`src/hdl/spi_frame_pkg.sv`:
```
// spi framing constants for the host control link
// frame and bit counter types, receiver phase enum

package spi_frame_pkg;

  ////////////////////
  // frame geometry

  // one write frame is address byte then value byte
  localparam int FRAME_BITS = 16;
  localparam int BYTE_BITS  = 8;

  // shift register contents, msb first on the wire
  typedef logic [FRAME_BITS-1:0] frame_t;

  // counts sclk rising edges, sticks at the top
  typedef logic [4:0] bit_count_t;

  localparam bit_count_t BIT_CNT_MAX    = 5'd31;
  // count value seen on the edge that completes the address byte
  localparam bit_count_t ADDR_LAST_BIT  = bit_count_t'(BYTE_BITS - 1);
  // count value seen on the edge that completes the frame
  localparam bit_count_t FRAME_LAST_BIT = bit_count_t'(FRAME_BITS - 1);
  // count required at cs_n release for a clean write
  localparam bit_count_t FRAME_DONE_CNT = bit_count_t'(FRAME_BITS);

  ////////////////////
  // receiver phase

  typedef enum logic [1:0] {
    PH_IDLE,
    PH_ADDR,
    PH_DATA,
    PH_EXTRA
  } frame_phase_t;

endpackage

```
`src/hdl/smu_regs_pkg.sv`:
```
// control register map of the smu fpga
// register addresses, value types, reset values, device count

package smu_regs_pkg;

  ////////////////////
  // types

  typedef logic [7:0] reg_addr_t;
  // low nibble of a write sets, high nibble clears
  typedef logic [3:0] ctrl_nibble_t;
  typedef logic [7:0] read_byte_t;
  // rail monitor comparator inputs
  typedef logic [1:0] mon_rails_t;

  ////////////////////
  // addresses

  localparam reg_addr_t ADDR_LED        = 8'd7;
  localparam reg_addr_t ADDR_MUX        = 8'd8;
  localparam reg_addr_t ADDR_DAC        = 8'd9;
  localparam reg_addr_t ADDR_RAILS      = 8'd10;
  // write only, value byte ignored
  localparam reg_addr_t ADDR_SOFT_RESET = 8'd11;
  localparam reg_addr_t ADDR_CLAMP1     = 8'd15;
  // read only
  localparam reg_addr_t ADDR_MON_RAILS  = 8'd19;
  localparam reg_addr_t ADDR_RAILS_OE   = 8'd24;

  ////////////////////
  // reset values

  // led, mux, dac and rails all come up cleared
  localparam ctrl_nibble_t RST_DEFAULT  = 4'b0000;
  // clamp switches are active low, so all off
  localparam ctrl_nibble_t RST_CLAMP1   = 4'b1111;
  // rails output enable is active low. hold it off until the host is ready
  localparam ctrl_nibble_t RST_RAILS_OE = 4'b0001;

  ////////////////////
  // downstream spi devices

  // adc03, dac, ice flash, adc02
  localparam int NUM_DEVICES = 4;

endpackage

```
`src/hdl/reg_bus_if.sv`:
```
// register access bus between spi receiver and register block
// write strobe with address and value, read strobe with address and data

`timescale 1ns/1ps

interface reg_bus_if
  import spi_frame_pkg::*;
  import smu_regs_pkg::*;
();

  // write, one cycle pulse at a clean frame end
  logic                 wr_stb;
  reg_addr_t            wr_addr;
  logic [BYTE_BITS-1:0] wr_val;

  // read, one cycle pulse once the address byte is in
  logic                 rd_stb;
  reg_addr_t            rd_addr;
  // combinational from rd_addr
  read_byte_t           rd_data;

  // receiver side
  modport rx (
    output wr_stb, wr_addr, wr_val,
    output rd_stb, rd_addr,
    input  rd_data
  );

  // register side, takes every write in the cycle it shows up
  modport regs (
    input  wr_stb, wr_addr, wr_val,
    input  rd_addr,
    output rd_data
  );

endinterface

```
`src/hdl/spi_frame_rx.sv`:
```
// host spi frame receiver, oversampled on clk
// input synchronizers, edge detect, phase fsm, frame shift register,
// read and write strobes, readback shift out

`timescale 1ns/1ps

module spi_frame_rx
  import spi_frame_pkg::*;
  import smu_regs_pkg::*;
(
  input  logic clk,
  input  logic reset,
  input  logic sclk,
  input  logic cs_n,
  input  logic mosi,
  output logic sdo,
  reg_bus_if.rx bus
);

  // two flop synchronizers, [1] is the usable copy
  logic [1:0]   sclk_sync;
  logic [1:0]   cs_sync;
  logic [1:0]   mosi_sync;
  logic         sclk_prev;
  logic         cs_prev;

  logic         sclk_rise;
  logic         sclk_fall;
  logic         cs_fall;
  logic         cs_rise;

  frame_t       frame;
  bit_count_t   bit_cnt;
  frame_phase_t phase;

  // readback byte on its way out
  read_byte_t   tx_shift;
  logic         tx_step;
  logic         sdo_q;

  ////////////////////
  // sync and edges

  always_ff @(posedge clk)
  begin
    if (reset)
    begin
      sclk_sync <= '0;
      // cs_n idles high
      cs_sync   <= '1;
      mosi_sync <= '0;
      sclk_prev <= 1'b0;
      cs_prev   <= 1'b1;
    end
    else
    begin
      sclk_sync <= {sclk_sync[0], sclk};
      cs_sync   <= {cs_sync[0], cs_n};
      mosi_sync <= {mosi_sync[0], mosi};
      sclk_prev <= sclk_sync[1];
      cs_prev   <= cs_sync[1];
    end
  end

  assign sclk_rise = sclk_sync[1] & ~sclk_prev;
  assign sclk_fall = ~sclk_sync[1] & sclk_prev;
  assign cs_fall   = ~cs_sync[1] & cs_prev;
  assign cs_rise   = cs_sync[1] & ~cs_prev;

  ////////////////////
  // phase fsm

  always_ff @(posedge clk)
  begin
    if (reset)
      phase <= PH_IDLE;
    else if (cs_rise)
      phase <= PH_IDLE;
    else
    begin
      case (phase)
        PH_IDLE:
          if (cs_fall)
            phase <= PH_ADDR;
        PH_ADDR:
          if (sclk_rise && bit_cnt == ADDR_LAST_BIT)
            phase <= PH_DATA;
        PH_DATA:
          if (sclk_rise && bit_cnt == FRAME_LAST_BIT)
            phase <= PH_EXTRA;
        // extra bits just run the counter up
        default:
          phase <= phase;
      endcase
    end
  end

  // bit counter, kept through cs_n release for the length check
  always_ff @(posedge clk)
  begin
    if (reset)
      bit_cnt <= '0;
    else if (phase == PH_IDLE && cs_fall)
      bit_cnt <= '0;
    else if (phase != PH_IDLE && sclk_rise && bit_cnt != BIT_CNT_MAX)
      bit_cnt <= bit_cnt + 1'b1;
  end

  // mosi in at lsb, msb first on the wire
  always_ff @(posedge clk)
  begin
    if (phase != PH_IDLE && sclk_rise)
      frame <= {frame[FRAME_BITS-2:0], mosi_sync[1]};
  end

  ////////////////////
  // strobes

  always_ff @(posedge clk)
  begin
    if (reset)
    begin
      bus.wr_stb <= 1'b0;
      bus.rd_stb <= 1'b0;
    end
    else
    begin
      // only a frame of exactly 16 bits writes
      bus.wr_stb <= cs_rise && (bit_cnt == FRAME_DONE_CNT);
      // address byte complete on this edge
      bus.rd_stb <= sclk_rise && (phase == PH_ADDR) && (bit_cnt == ADDR_LAST_BIT);
    end
  end

  always_ff @(posedge clk)
  begin
    if (cs_rise)
    begin
      bus.wr_addr <= frame[FRAME_BITS-1 -: BYTE_BITS];
      bus.wr_val  <= frame[BYTE_BITS-1:0];
    end
    // includes the bit arriving on this edge
    if (sclk_rise)
      bus.rd_addr <= {frame[BYTE_BITS-2:0], mosi_sync[1]};
  end

  ////////////////////
  // readback out

  // one bit per falling edge once the address is in
  assign tx_step = sclk_fall && (phase == PH_DATA || phase == PH_EXTRA);

  always_ff @(posedge clk)
  begin
    if (bus.rd_stb)
      tx_shift <= bus.rd_data;
    else if (tx_step)
      tx_shift <= tx_shift << 1;
  end

  always_ff @(posedge clk)
  begin
    if (reset)
      sdo_q <= 1'b0;
    else if (phase == PH_IDLE)
      sdo_q <= 1'b0;
    else if (tx_step)
      sdo_q <= tx_shift[BYTE_BITS-1];
  end

  // quiet while deselected, no sync lag on release
  assign sdo = sdo_q & ~cs_n;

endmodule

```
`src/hdl/smu_ctrl_regs.sv`:
```
// smu control registers with set, clear and toggle writes
// soft reset, readback decode, chip select and miso routing

`timescale 1ns/1ps

module smu_ctrl_regs
  import smu_regs_pkg::*;
(
  input  logic                   clk,
  input  logic                   reset,
  reg_bus_if.regs                bus,
  input  logic                   sdo,
  input  logic                   dev_sel_n,
  input  logic [NUM_DEVICES-1:0] dev_miso,
  input  mon_rails_t             mon_rails,
  output logic                   miso,
  output logic [NUM_DEVICES-1:0] dev_cs_n,
  output ctrl_nibble_t           led,
  output ctrl_nibble_t           dac_ctl,
  output ctrl_nibble_t           rails_ctl,
  output ctrl_nibble_t           clamp1_ctl,
  output ctrl_nibble_t           rails_oe
);

  // internal device select mux register
  ctrl_nibble_t mux_q;
  logic         soft_reset;
  logic [NUM_DEVICES-1:0] dev_en;

  ////////////////////
  // update rule

  // low nibble sets and high nibble clears
  // a bit hit by both toggles
  function automatic ctrl_nibble_t apply_update(ctrl_nibble_t cur, logic [7:0] val);
    ctrl_nibble_t set_bits;
    ctrl_nibble_t clr_bits;
    ctrl_nibble_t both;
    set_bits = val[3:0];
    clr_bits = val[7:4];
    both     = set_bits & clr_bits;
    if (both != '0)
      // overlap inverts only those bits
      return cur ^ both;
    else
      return (cur | set_bits) & ~clr_bits;
  endfunction

  assign soft_reset = bus.wr_stb && (bus.wr_addr == ADDR_SOFT_RESET);

  ////////////////////
  // registers

  always_ff @(posedge clk)
  begin
    if (reset || soft_reset)
    begin
      led        <= RST_DEFAULT;
      mux_q      <= RST_DEFAULT;
      dac_ctl    <= RST_DEFAULT;
      rails_ctl  <= RST_DEFAULT;
      clamp1_ctl <= RST_CLAMP1;
      rails_oe   <= RST_RAILS_OE;
    end
    else if (bus.wr_stb)
    begin
      case (bus.wr_addr)
        ADDR_LED:      led        <= apply_update(led, bus.wr_val);
        ADDR_MUX:      mux_q      <= apply_update(mux_q, bus.wr_val);
        ADDR_DAC:      dac_ctl    <= apply_update(dac_ctl, bus.wr_val);
        ADDR_RAILS:    rails_ctl  <= apply_update(rails_ctl, bus.wr_val);
        ADDR_CLAMP1:   clamp1_ctl <= apply_update(clamp1_ctl, bus.wr_val);
        ADDR_RAILS_OE: rails_oe   <= apply_update(rails_oe, bus.wr_val);
        // unknown address leaves every register alone
        default:       led        <= led;
      endcase
    end
  end

  ////////////////////
  // readback

  // sampled by the receiver in its read strobe cycle
  always_comb
  begin
    case (bus.rd_addr)
      ADDR_LED:       bus.rd_data = read_byte_t'(led);
      ADDR_MON_RAILS: bus.rd_data = read_byte_t'(mon_rails);
      default:        bus.rd_data = '0;
    endcase
  end

  ////////////////////
  // device routing

  // one mux bit per downstream device
  assign dev_en = mux_q[NUM_DEVICES-1:0];

  // second host select low hands the bus to the devices
  always_comb
  begin
    if (dev_sel_n)
    begin
      dev_cs_n = '1;
      miso     = sdo;
    end
    else
    begin
      dev_cs_n = ~dev_en;
      // wired-or of whichever devices are selected
      miso     = |(dev_en & dev_miso);
    end
  end

endmodule

```
`src/hdl/smu_spi_top.sv`:
```
// smu spi control block top level
// host spi receiver and control register block on one register bus

`timescale 1ns/1ps

module smu_spi_top
  import smu_regs_pkg::*;
(
  input  logic                   clk,
  input  logic                   reset,

  // host spi
  input  logic                   sclk,
  input  logic                   cs_n,
  input  logic                   mosi,
  // second host select, routes to the devices
  input  logic                   dev_sel_n,
  output logic                   miso,

  // downstream spi devices
  input  logic [NUM_DEVICES-1:0] dev_miso,
  output logic [NUM_DEVICES-1:0] dev_cs_n,

  // board controls
  input  mon_rails_t             mon_rails,
  output ctrl_nibble_t           led,
  output ctrl_nibble_t           dac_ctl,
  output ctrl_nibble_t           rails_ctl,
  output ctrl_nibble_t           clamp1_ctl,
  output ctrl_nibble_t           rails_oe
);

  // register side serial out, before the miso mux
  logic sdo;

  reg_bus_if i_reg_bus ();

  ////////////////////
  // host spi in

  spi_frame_rx i_spi_frame_rx (
    .clk   (clk),
    .reset (reset),
    .sclk  (sclk),
    .cs_n  (cs_n),
    .mosi  (mosi),
    .sdo   (sdo),
    .bus   (i_reg_bus.rx)
  );

  ////////////////////
  // registers and routing

  smu_ctrl_regs i_smu_ctrl_regs (
    .clk        (clk),
    .reset      (reset),
    .bus        (i_reg_bus.regs),
    .sdo        (sdo),
    .dev_sel_n  (dev_sel_n),
    .dev_miso   (dev_miso),
    .mon_rails  (mon_rails),
    .miso       (miso),
    .dev_cs_n   (dev_cs_n),
    .led        (led),
    .dac_ctl    (dac_ctl),
    .rails_ctl  (rails_ctl),
    .clamp1_ctl (clamp1_ctl),
    .rails_oe   (rails_oe)
  );

endmodule

```
`config.mk`:
```
export PLATFORM = sky130hd
export DESIGN_NAME = smu_spi_top
export DESIGN_NICKNAME = d
export VERILOG_FILES = /design/src/hdl/spi_frame_pkg.sv /design/src/hdl/smu_regs_pkg.sv /design/src/hdl/reg_bus_if.sv /design/src/hdl/spi_frame_rx.sv /design/src/hdl/smu_ctrl_regs.sv /design/src/hdl/smu_spi_top.sv
export SDC_FILE = /design/constraint.sdc
export NUM_CORES = 1
export LEC_CHECK = 0
export CORE_MARGIN = 10
export CORE_UTILIZATION = 30
export CTS_BUF_LIST = sky130_fd_sc_hd__clkbuf_16
export DETAILED_ROUTE_END_ITERATION = 8
export DONT_BUFFER_PORTS = 1
export PLACE_DENSITY_LB_ADDON = 0.08
export SYNTH_ARGS = -nofsm -noshare
export SYNTH_HDL_FRONTEND = slang
export SYNTH_SLANG_ARGS = --single-unit
export TNS_END_PERCENT = 100
```
`constraint.sdc`:
```
create_clock -name clk -period 2.55 [get_ports clk]
set_input_delay 0.1275 -clock clk [delete_from_list [all_inputs] [get_ports clk]]
set_output_delay 0.1275 -clock clk [all_outputs]
set_load 0.02 [all_outputs]
```
==> Word level (Yosys, flattened, before mapping) <==
Index checks and enable logic that the tools add are counted.
{ "totals": {"reg_bits": 90, "inputBits": 12, "out_inout_bits": 25, "word_cells": 116} }
{ "op_classes": {"addsub": 1, "eq_ne": 19, "mux": 15, "n_bitwise": 32, "reduce_logical": 28} }
{ "op_table": {"columns": ["cell", "count"], "rows": [
  ["$eq 8x4->1 const B", 5],
  ["$and 4x4->4", 8],
  ["$mux 4", 7],
  ["$or 4x4->4", 6],
  ["$xor 4x4->4", 6],
  ["$eq 8x3->1 const B", 2],
  ["$eq 8x5->1 const B", 2],
  ["$mux 8", 2],
  ["$reduce_and 2->1", 6],
  ["$logic_and 1x1->1", 10],
  ["$not 4->4", 2],
  ["$pmux 4 s2", 1],
  ["$mux 2", 3],
  ["$ne 2x1->1 const B", 3],
  ["$pmux 2 s3", 1],
  ["$reduce_or 2->1", 3],
  ["$add 5x1->5 const B", 1],
  ["$and 1x1->1", 5],
  ["$eq 5x3->1 const B", 1],
  ["$eq 5x4->1 const B", 1],
  ["$eq 5x5->1 const B", 1],
  ["$ne 5x5->1 const B", 1],
  ["$not 1->1", 5],
  ["$eq 2x2->1 const B", 2],
  ["other kinds (9)", 11]
]} }

==> Depth between registers and ports, before layout <==
Gate-level depths: netlist of the first run.
{ "depth": {"ltp_word": 5, "mapped_depth": 7, "ltp_nobuf": 7} }

==> By module <==
Synthesis of the first run repeated with hierarchy kept, for this count alone.
{ "unflattened": {"cells_unflattened": 330, "area_unflattened_um2": 3878.7} }
{ "by_module_without_submodules": {"columns": ["mod", "instances", "cells_per_inst", "area_each_um2", "seq_area_each_um2"], "rows": [
  ["spi_frame_rx", 1, 141, 2357.3, 1801.7],
  ["smu_ctrl_regs", 1, 189, 1521.5, 480.5]
]} }

==> Least setup slack after synthesis of the first run <==
Ideal clock, no wire load.
{ "synth_path": {"kind": "reg-to-reg", "startpoint": "reg i_spi_frame_rx.bit_cnt[0]", "endpoint": "reg i_spi_frame_rx.bit_cnt[3]", "setup_time_ns": 0.127, "arrival_time_ns": 1.741, "t_required_ns": 2.423, "setup_slack_ns": 0.682, "stages_incl_launch_ff": 8, "n_path_buf": 0, "period_less_slack_ns": 1.868, "cell_sequence": "dfxtp_1 -> ha_1 -> and3_1 -> ha_1 -> nor4b_2 -> nand4_1 -> xor2_1 -> nor2_1"} }
{ "synth_between": {"elab_chain_cells": 2, "word_cells_on_any_way": 3, "classes_between": "add/sub (1); eq/ne (1); reduce/logical (1)"} }
{ "synth_lines": {"columns": ["element", "line", "rtl"], "rows": [
  ["from (decl)", "spi_frame_rx.sv:33", "bit_count_t bit_cnt;"],
  ["from (signal assigned)", "spi_frame_rx.sv:106", "bit_cnt <= bit_cnt + 1'b1;"],
  ["branches (longest 2 deep; another with $add 5x1->5)", null, null]
]} }
Several ways; the timed one is not identified.
A chain may end at the register's enable or synchronous reset.

==> Final worst setup path of the first run <==
Same ends and word-level chain as after synthesis.

==> results of run 1 <==
==> registers in the layout, summed over array words and instances (netlist names), 4 cells and up <==
signal / cells
i_smu_ctrl_regs.clamp1_ctl: 4
i_smu_ctrl_regs.dac_ctl: 4
i_smu_ctrl_regs.dev_en: 4
i_smu_ctrl_regs.led: 4
i_smu_ctrl_regs.rails_ctl: 4
i_smu_ctrl_regs.rails_oe: 4
i_spi_frame_rx.bit_cnt: 5
i_spi_frame_rx.bus.rd_addr: 8
i_spi_frame_rx.bus.wr_addr: 8
i_spi_frame_rx.bus.wr_val: 8
i_spi_frame_rx.frame: 16
i_spi_frame_rx.tx_shift: 8
==> per-stage QoR <==
| step | std cells | setup slack, ps | hold WS (ps) |
|---|---|---|---|
| finish | 503 | 512 | 21.6 |
| global route | 503 | 274 | 0.979 |
| CTS | 503 | 507 | 3.55 |
| detailed placement | 483 | 526 | 199 |
| global placement | 483 | 533 | 198 |
| floorplan | 327 | 682 | 231 |
==> critical path: cells and delay by family, from the launching register on <==
kind                     cells  cell delay (ps)
flip-flops                   1              340
AND/OR/NAND/NOR              4              980
adder cells (fa/ha/maj)      2              440
XOR/XNOR                     1              160
==> cells in the mapped netlist, types with 2 or more instances <==
cell       n
o21ai_0   11
nand2_1   53
a21oi_1   26
inv_1     11
mux2i_1    2
nor3_1     3
a22o_1     5
nor2_1    10
xor2_1     2
dfxtp_1   42
o22ai_1    3
nand2b_1   9
ha_1      10
clkbuf_1  12
nor2b_1   11
or2_2      5
and3_1     9
nand3_1    2
o21a_1     4
nor4_4     4
nor4_1     3
a311oi_1  19
nor3_2     2
edfxtp_1  48
a221oi_1   2
a222oi_1   4
nand3b_1   3
==> layout make-up <==
class	instances	area [um^2]	area share
Clock buffer	9	225	0.0533
Clock inverter	7	31.3	0.00740
Inverter	11	41.3	0.00977
Multi-Input combinational cell	212	1380	0.327
Sequential cell	90	2280	0.540
Tap cell	168	210	0.0497
Timing Repair Buffer	6	55.1	0.0130
==> kinds of logic after synthesis <==
kind of cell    count (synthesis)  synth area share
mux                             2           0.00532
compound gates                 78             0.142
xor+xnor                        3           0.00698
simple gates                  119             0.180
fa+ha+maj                      10            0.0333
buf+inv                        25            0.0263
flops                          90             0.607
==> worst paths after layout <==
path / slack, ps / end / startpoint / depth (start not counted)
setup / recovery: 510 / i_spi_frame_rx.bit_cnt[3] / i_spi_frame_rx.bit_cnt[0] / 7
hold / removal: 20 / i_spi_frame_rx.bus.rd_stb / reset / 1
setup reg to reg: 510 / i_spi_frame_rx.bit_cnt[3] / i_spi_frame_rx.bit_cnt[0] / 7
hold reg to reg: 410 / i_spi_frame_rx.cs_sync[1] / i_spi_frame_rx.cs_sync[0] / 1
==> power breakdown <==
group          total (mW)  switching (mW)  internal, mW
Clock                1.17           0.527         0.641
Combinational       0.194           0.118        0.0756
Sequential           1.61          0.0424          1.57
Total                2.97           0.688          2.29
==> timing repair <==
action / CTS / global route
endpoints found under the hold margin: 17 / 0
hold buffers: 4 / 0
setup endpoints to repair: 0 / 0
==> routing by layer <==
metal / global-route usage / vias to the layer above / wire [um]
met5: 0 / - / 0
met1: 0.139 / 1180 / 4340
li1: - / 1223 / -
met2: 0.139 / 55 / 3750
met3: 0.0324 / 12 / 477
met4: 0.0464 / 0 / 157
==> parameters.txt, run 1 <==
Parameter                              Value

Global routing
  Vias in the first global route    2339
  Pin count of the biggest net entering global routing    20
  Overflow after GRT    0
  GRT Overall Usage    0.101
  Global-route wire length before repair    13800 um
  Number of antenna violations at the first check in global routing    0

Timing
  Final period util    0.799
  Setup repair after global routing missed its margin    no
  Pin slew with the least headroom to its limit    639 ps
  Minimum period implied by the final worst setup slack    2040 ps
  Sum of negative setup slack    0 ps
  Worst clock skew    9.53 ps
  Highest achievable clock rate    491 MHz
  Final setup fails    0
  Number of max-slew violations in the final report    0
  Max-slew headroom at the worst pin    0.569
  Hold Violations, Final    0

Clock network
  Clock transition at the register clock pins on the worst setup and hold paths after CTS    60 ps
  Clock tree buffer depth    2
  Clock tree from TritonCTS    yes
  Buffers inserted during post-CTS setup optimization    0
  Number of H-tree levels    3
  Number of gates given a new drive strength after cts    0
  Clock root buffer master    clkbuf_16
  Clock net sink count    90
  Clk Latency, worst-skew pair    340 ps
  Total clock buffers created by CTS    9

Setup path
  Cell chain of the critical path    ha_1, and3_1, ha_1, nor4b_2, nand4_1, xor2_1, nor2_1
  Crit path largest cell delay    540 ps
  Crit path DAT    2250 ps
  Element type at the critical path end    register
  Most numerous cell on the critical path    ha_1
  Required time of the critical path    ~2800 ps
  CP startpoint kind    register
  Critical path type    reg -> reg
  Critical Path Slowest Stage Cell    nor4b_2
  Maximum net fanout on the critical path    7

Placed design
  Placed cell area    about 0.0039 mm^2
  Detailed placement HPWL    5720 um
  GPL Wtd Cong    0.713
  Total of buffers placed on input and output ports    0

Final layout
  Cell area after layout    0.00423 mm^2
  Leading cell type in the layout, fill and taps excluded    nand2_1
  Fillers    approximately 1200
  Syn-to-layout area delta    12.3%
  Number of diodes added for antenna fixing    0
  Share of the core filled with cells    0.348
  Final #Nets    roughly 350
  Commonest cells after routing, fill and taps aside    nand2_1, edfxtp_1, dfxtp_1, a21oi_1, a311oi_1
  Fraction of layout cells with a size suffix above 1    0.0806

Routing
  Routed wirelength normalized by instance count    between 15 and 20 um
  Drt drc    0
  Post-Route WL    8720 um
  First-pass detailed-route iteration total    5
  Total number of vias    2470
  Number of nets with antenna violations after routing    0
  1st-iter DRT viols    211
  Routed via count divided by cell count    4.91

Yosys
  Register bit count reported by yosys    90
  Sequential fraction of the synthesis area    0.607
  Area contributors post-synth    edfxtp_1, dfxtp_1, nand2_1
  Synthesized net count    approximately 350
  Per-instance average area after synthesis    about 12 um^2
  Count of yosys warnings during synthesis    0
  Number of enable flip-flop cells after synthesis    48
  Synth top area share    0.383
  Instance count of the mapped netlist    327
  Primary flip-flop cell chosen by synthesis mapping    edfxtp_1
  Cell accounting for the most synthesized area    edfxtp_1
  Number of different library cells in the post-synthesis netlist    39
  Synthesized area    0.00376 mm^2
  Synth async-reset ratio    0

Floorplan
  Die span in x    132 um
  Ports placed on the boundary    37
  Starting Density    0.309
  Number of rows created at floorplan    40
  Core region area    0.0122 mm^2
  Die Outline Area    0.0174 mm^2
  Die height    132 um

Power
  Leakage    ~1.5 nW
  Power per unit of standard cell area    704 mW/mm^2
  Maximum vdd ir drop    0.258 mV
  Overall power    between 2 and 3 mW

Job
  Maxcap violations    0

Outcome
  Run status    complete, no violations

Hold path
  Min-delay worst type    in -> reg
(Power assumes the default switching activity.)
==> run 2: changes to the inputs <==
- clock period: 2.55 -> 1.7 ns (I/O delays scaled with it)
==> parameters.txt, run 2 (same netlist as run 1, synthesis figures left out) <==
Parameter                              Value

Final layout
  Leading cell type in the layout, fill and taps excluded    nand2_1
  Max reg flops    16
  Commonest cells after routing, fill and taps aside    nand2_1, edfxtp_1, buf_4, dfxtp_1, a311oi_1
  Fillers    1192
  Syn-to-layout area delta    29.8%
  Fraction of layout cells with a size suffix above 1    0.301
  Final #Nets    406
  Largest register by flop count    i_spi_frame_rx.frame
  Number of diodes added for antenna fixing    0

Timing
  Worst clock skew    10.9 ps
  Final setup fails    7
  Highest achievable clock rate    567 MHz
  Final period util    1.04
  Sum of negative setup slack    -217 ps
  Setup repair after global routing missed its margin    yes
  Pin slew with the least headroom to its limit    599 ps
  Minimum period implied by the final worst setup slack    1760 ps
  Number of max-slew violations in the final report    0
  Final setup margin    -64.6 ps
  Hold Violations, Final    0
  Max-slew headroom at the worst pin    0.599

Clock network
  Total clock buffers created by CTS    9
  Number of H-tree levels    3
  Clock tree buffer depth    2
  Clock net sink count    90
  Clock root buffer master    clkbuf_16
  Clock transition at the register clock pins on the worst setup and hold paths after CTS    about 70 ps
  Clk Latency, worst-skew pair    340 ps
  Clock tree from TritonCTS    yes

Job
  Maxcap violations    0

Floorplan
  Core region area    0.0122 mm^2
  Die span in x    132 um
  Number of rows created at floorplan    40
  Ports placed on the boundary    37
  Die Outline Area    between 0.015 and 0.02 mm^2
  Starting Density    0.309
  Die height    between 100 and 150 um

Setup path
  Number of buffers and inverters on the critical path    1
  Critical Path Slowest Stage Cell    or4b_4
  Reg2reg path depth    5
  Element type at the critical path end    register
  Maximum net fanout on the critical path    6
  Crit path largest cell delay    610 ps
  Cell chain of the critical path    or4b_4, nor4_4, buf_6, a21oi_1, a311oi_1
  CP startpoint kind    register
  Critical path type    reg -> reg
  Cell type group with the largest total delay on the critical path    simple AND/OR/NAND/NOR gates
  Required time of the critical path    1950 ps
  Crit path DAT    approximately 2000 ps
  Critical path depth    5

Global routing
  Number of antenna violations at the first check in global routing    0
  Vias in the first global route    around 2700
  Global-route wire length before repair    between 10000 and 15000 um
  Met2 track demand over resource    0.165
  GRT Max-Usage Layer    met2
  GRT Overall Usage    0.107
  Pin count of the biggest net entering global routing    20
  Met3 Usage GRT    0.0301
  Overflow after GRT    0
  Met1 Resource Use GR    0.136

Routing
  Routed wirelength normalized by instance count    16.7 um
  Number of nets with antenna violations after routing    0
  Post-Route WL    9290 um
  First-pass detailed-route iteration total    4
  Total number of vias    2686
  1st-iter DRT viols    230
  Drt drc    0
  Routed via count divided by cell count    between 4 and 5

Hold path
  Min-delay worst type    in -> reg
  Hold Path Depth    3

Outcome
  Failing checks    negative setup slack
  Run status    finished, violations left

Power
  Power per unit of standard cell area    approximately 1000 mW/mm^2
  Maximum vdd ir drop    0.400 mV
  Leakage    roughly 1.8 nW
  Overall power    4.87 mW

Placed design
  Detailed placement HPWL    ~6500 um
  GPL Wtd Cong    0.773
  Total of buffers placed on input and output ports    0
run 2: cell types whose count changed in the layout (fill, tap and decap cells not counted), moves of 4 or more:
cell     previous run  this run
a21oi_2             0        15
buf_6               0         6
buf_4               2        48
a21oi_1            26        11
inv_6               0         4
o21ai_0            11         7
run 2: metrics by stage:
stage	util	cell area [um^2]	cells	setup WS (ps)	hold WS (ps)
5_1_grt	0.402	4880	557	-140	99.7
3_3_place_gp	0.355	4320	528	-75.6	155
3_5_place_dp	0.355	4320	528	-115	160
6_report	0.402	4880	557	-64.6	92.1
4_1_cts	0.389	4730	554	-98.9	74.1
2_1_floorplan	-	3790	327	-38.0	189
run 2: final cells by class:
type                       instances  area, um^2  share of cell area
timing repair buffer              60         508               0.104
sequential                        90        2280               0.468
clock inverter                     7        75.1              0.0154
inverter                          11        41.3             0.00845
tap                              168         210              0.0430
clock buffer                       9         225              0.0461
multi-input combinational        212        1540               0.315
run 2: power by group:
part | switching, mW | internal [mW]
clock network | 0.866 | 1.16
registers | 0.0383 | 2.35
logic | 0.243 | 0.214
run 2: tightest hold or removal path: stages:
cell and delay [ps]:
a22o_1 100, nand3_1 70, o21ai_0 70
run 2: worst paths after layout:
check / start / endpoint / slack, ps
max: i_spi_frame_rx.bus.wr_addr[6] / i_smu_ctrl_regs.led[2] / -60
min: mon_rails[1] / i_spi_frame_rx.tx_shift[1] / 90
max reg2reg: i_spi_frame_rx.bus.wr_addr[6] / i_smu_ctrl_regs.led[2] / -60
min reg2reg: i_spi_frame_rx.frame[15] / i_spi_frame_rx.bus.wr_addr[7] / 420
run 2: per-layer routing:
| layer | wire [um] | part of all wire |
|---|---|---|
| met1 | 4380 | 0.47 |
| met2 | 4380 | 0.47 |
| met3 | 369 | 0.040 |
| met4 | 158 | 0.017 |
| met5 | 0 | 0 |
run 2: timing repair:
| item | 4_1_cts | 5_1_grt |
|---|---|---|
| endpoints found under the hold margin | 18 | 0 |
| setup buffers | 6 | 3 |
| pin swaps | 13 | 18 |
| setup endpoints to repair | 24 | 29 |
| hold buffers | 4 | 0 |
| gates resized for setup | 9 | 33 |
==> run 3: changes to the inputs <==
- CORE_ASPECT_RATIO: unset -> 0.6
==> parameters.txt, run 3 (same netlist as run 1, synthesis figures left out) <==
Parameter                              Value

Timing
  Number of max-slew violations in the final report    0
  Pin slew with the least headroom to its limit    just under 600 ps
  Sum of negative setup slack    -159 ps
  Hold Violations, Final    0
  Max-slew headroom at the worst pin    0.601
  Final setup fails    9
  Highest achievable clock rate    ~570 MHz
  Final period util    1.03
  Worst hold slack    just under 90 ps
  Minimum period implied by the final worst setup slack    roughly 1700 ps
  Final setup margin    -47.0 ps
  Setup repair after global routing missed its margin    yes
  Worst clock skew    a little over 9 ps

Outcome
  Failing checks    negative setup slack
  Run status    finished, violations left

Final layout
  Largest register by flop count    i_spi_frame_rx.frame
  Post-layout instance count excluding filler cells    556
  Share of the core filled with cells    0.401
  Multi-input combinational cell area    0.00155 mm^2
  Sequential cell area in the final layout    0.00228 mm^2
  Fraction of layout cells with a size suffix above 1    0.299
  Cell area after layout    0.00488 mm^2
  Number of diodes added for antenna fixing    0
  Fillers    ~1200
  Max reg flops    16
  Commonest cells after routing, fill and taps aside    nand2_1, buf_4, edfxtp_1, dfxtp_1, a311oi_1
  Syn-to-layout area delta    29.7%
  Final #Nets    408

Clock network
  Clock root buffer master    clkbuf_16
  Clk Latency, worst-skew pair    ~340 ps
  Clock tree from TritonCTS    yes
  Total clock buffers created by CTS    9
  Clock net sink count    90
  Number of H-tree levels    3
  Clock transition at the register clock pins on the worst setup and hold paths after CTS    60 ps
  Clock tree buffer depth    2

Floorplan
  Core region area    0.0122 mm^2
  Die span in x    165 um
  Die height    roughly 110 um
  Ports placed on the boundary    37
  Number of rows created at floorplan    31
  Die Outline Area    ~0.018 mm^2
  Starting Density    0.309

Routing
  Drt drc    0
  Total number of vias    between 2000 and 3000
  Routed via count divided by cell count    4.94
  Met3 Wirelength    between 600 and 700 um
  Routed wirelength normalized by instance count    17.7 um
  Highest layer used for signal routing    met4
  Number of nets with antenna violations after routing    0
  1st-iter DRT viols    145
  First-pass detailed-route iteration total    5
  Post-Route M1 WL    5220 um
  Post-Route WL    9810 um
  Amount of wire on met2 after detailed routing    3910 um

Placed design
  GPL Wtd Cong    0.788
  Total of buffers placed on input and output ports    0
  Placed cell area    0.00434 mm^2
  Detailed placement HPWL    6990 um
  Instance count after placement with tap cells included    528

Global routing
  GRT Overall Usage    0.112
  Number of antenna violations at the first check in global routing    0
  Overflow after GRT    0
  Pin count of the biggest net entering global routing    20
  Vias in the first global route    2649
  Global-route wire length before repair    15400 um

Hold path
  Hold Path Depth    3
  Min-delay worst type    in -> reg
  Hold-critical path endpoint    i_spi_frame_rx.bit_cnt[1]
  Start point of the worst min-delay path    reset

Power
  Leakage    1.81 nW
  Power per unit of standard cell area    ~1000 mW/mm^2
  Maximum vdd ir drop    0.424 mV

Setup path
  Setup slack of the worst register-to-register path    -50 ps
  Cell chain of the critical path    or4b_4, nor4_4, buf_6, a21oi_2, a311oi_1
  Cell type group with the largest total delay on the critical path    simple AND/OR/NAND/NOR gates
  Launch point of the worst reg-to-reg path    i_spi_frame_rx.bus.wr_addr[7]
  Critical path type    reg -> reg
  Endpoint of the worst-slack reg-to-reg timing path    i_smu_ctrl_regs.led[1]
  Maximum net fanout on the critical path    8
  Critical Path Slowest Stage Cell    or4b_4
  Required time of the critical path    1940 ps
  Element type at the critical path end    register
  Crit path DAT    1990 ps
  Crit path largest cell delay    610 ps
  CP startpoint kind    register
  Number of buffers and inverters on the critical path    1
  Reg2reg path depth    5

Job
  Maxcap violations    0
## run 3: cell types whose count changed in the layout (fill, tap and decap cells not counted), sizes merged
| cell | before | now |
|---|---|---|
| inv | 15 | 12 |
| buf | 56 | 58 |
| clkinvlp | 0 | 2 |
| clkinv | 2 | 3 |
## run 3: worst max-delay path by stage
stage,cells after the start,to,start,slack (ps)
after floorplan,4,i_smu_ctrl_regs.dac_ctl[0],i_spi_frame_rx.bus.wr_addr[6],-40
after CTS,5,i_smu_ctrl_regs.rails_oe[1],i_spi_frame_rx.bus.wr_addr[5],-60
after global routing,5,i_smu_ctrl_regs.led[0],i_spi_frame_rx.bus.wr_addr[7],-170
after detailed placement,5,i_smu_ctrl_regs.dac_ctl[0],i_spi_frame_rx.bus.wr_addr[6],-170
after global placement,5,i_smu_ctrl_regs.dac_ctl[0],i_spi_frame_rx.bus.wr_addr[6],-130
final,5,i_smu_ctrl_regs.led[1],i_spi_frame_rx.bus.wr_addr[7],-50
## run 3: what timing repair did
| action | CTS | global route |
|---|---|---|
| pin swaps | 28 | 6 |
| setup endpoints to repair | 30 | 29 |
| gates resized for setup | 17 | 21 |
| hold buffers | 4 | 0 |
| hold endpoints to repair | 18 | 0 |
| setup buffers | 7 | 1 |
## run 3: layout make-up
class | count | share of cell area
multi-input cells | 212 | 0.317
flip-flops and latches | 90 | 0.468
clock buffers | 9 | 0.0462
inverters | 11 | 0.00846
repair buffers | 62 | 0.106
clock inverters | 7 | 0.0126
well taps | 165 | 0.0423
## run 3: stage by stage
stage / power [mW] / setup slack (ps)
floorplan: 2.68 / -38.0
global placement: 2.86 / -128
detailed placement: 2.87 / -172
CTS: 4.88 / -64.0
global route: 5.03 / -166
finish: 4.83 / -47.0
## run 3: layer usage
| metal | GRT usage | vias to the layer above |
|---|---|---|
| li1 | - | 1333 |
| met1 | 0.167 | 1348 |
| met2 | 0.149 | 52 |
| met3 | 0.0355 | 11 |
| met4 | 0.0334 | 0 |
| met5 | 0 | - |
## run 3: tightest hold or removal path, stage by stage
cell and delay (ps):
o21bai_1 90, buf_4 160, nor2_1 50
## run 3: power by group
group	leakage (nW)	switching, mW	internal, mW
Clock	0.138	0.813	1.12
Combinational	0.896	0.263	0.242
Sequential	0.773	0.0392	2.35
Total	1.81	1.11	3.72
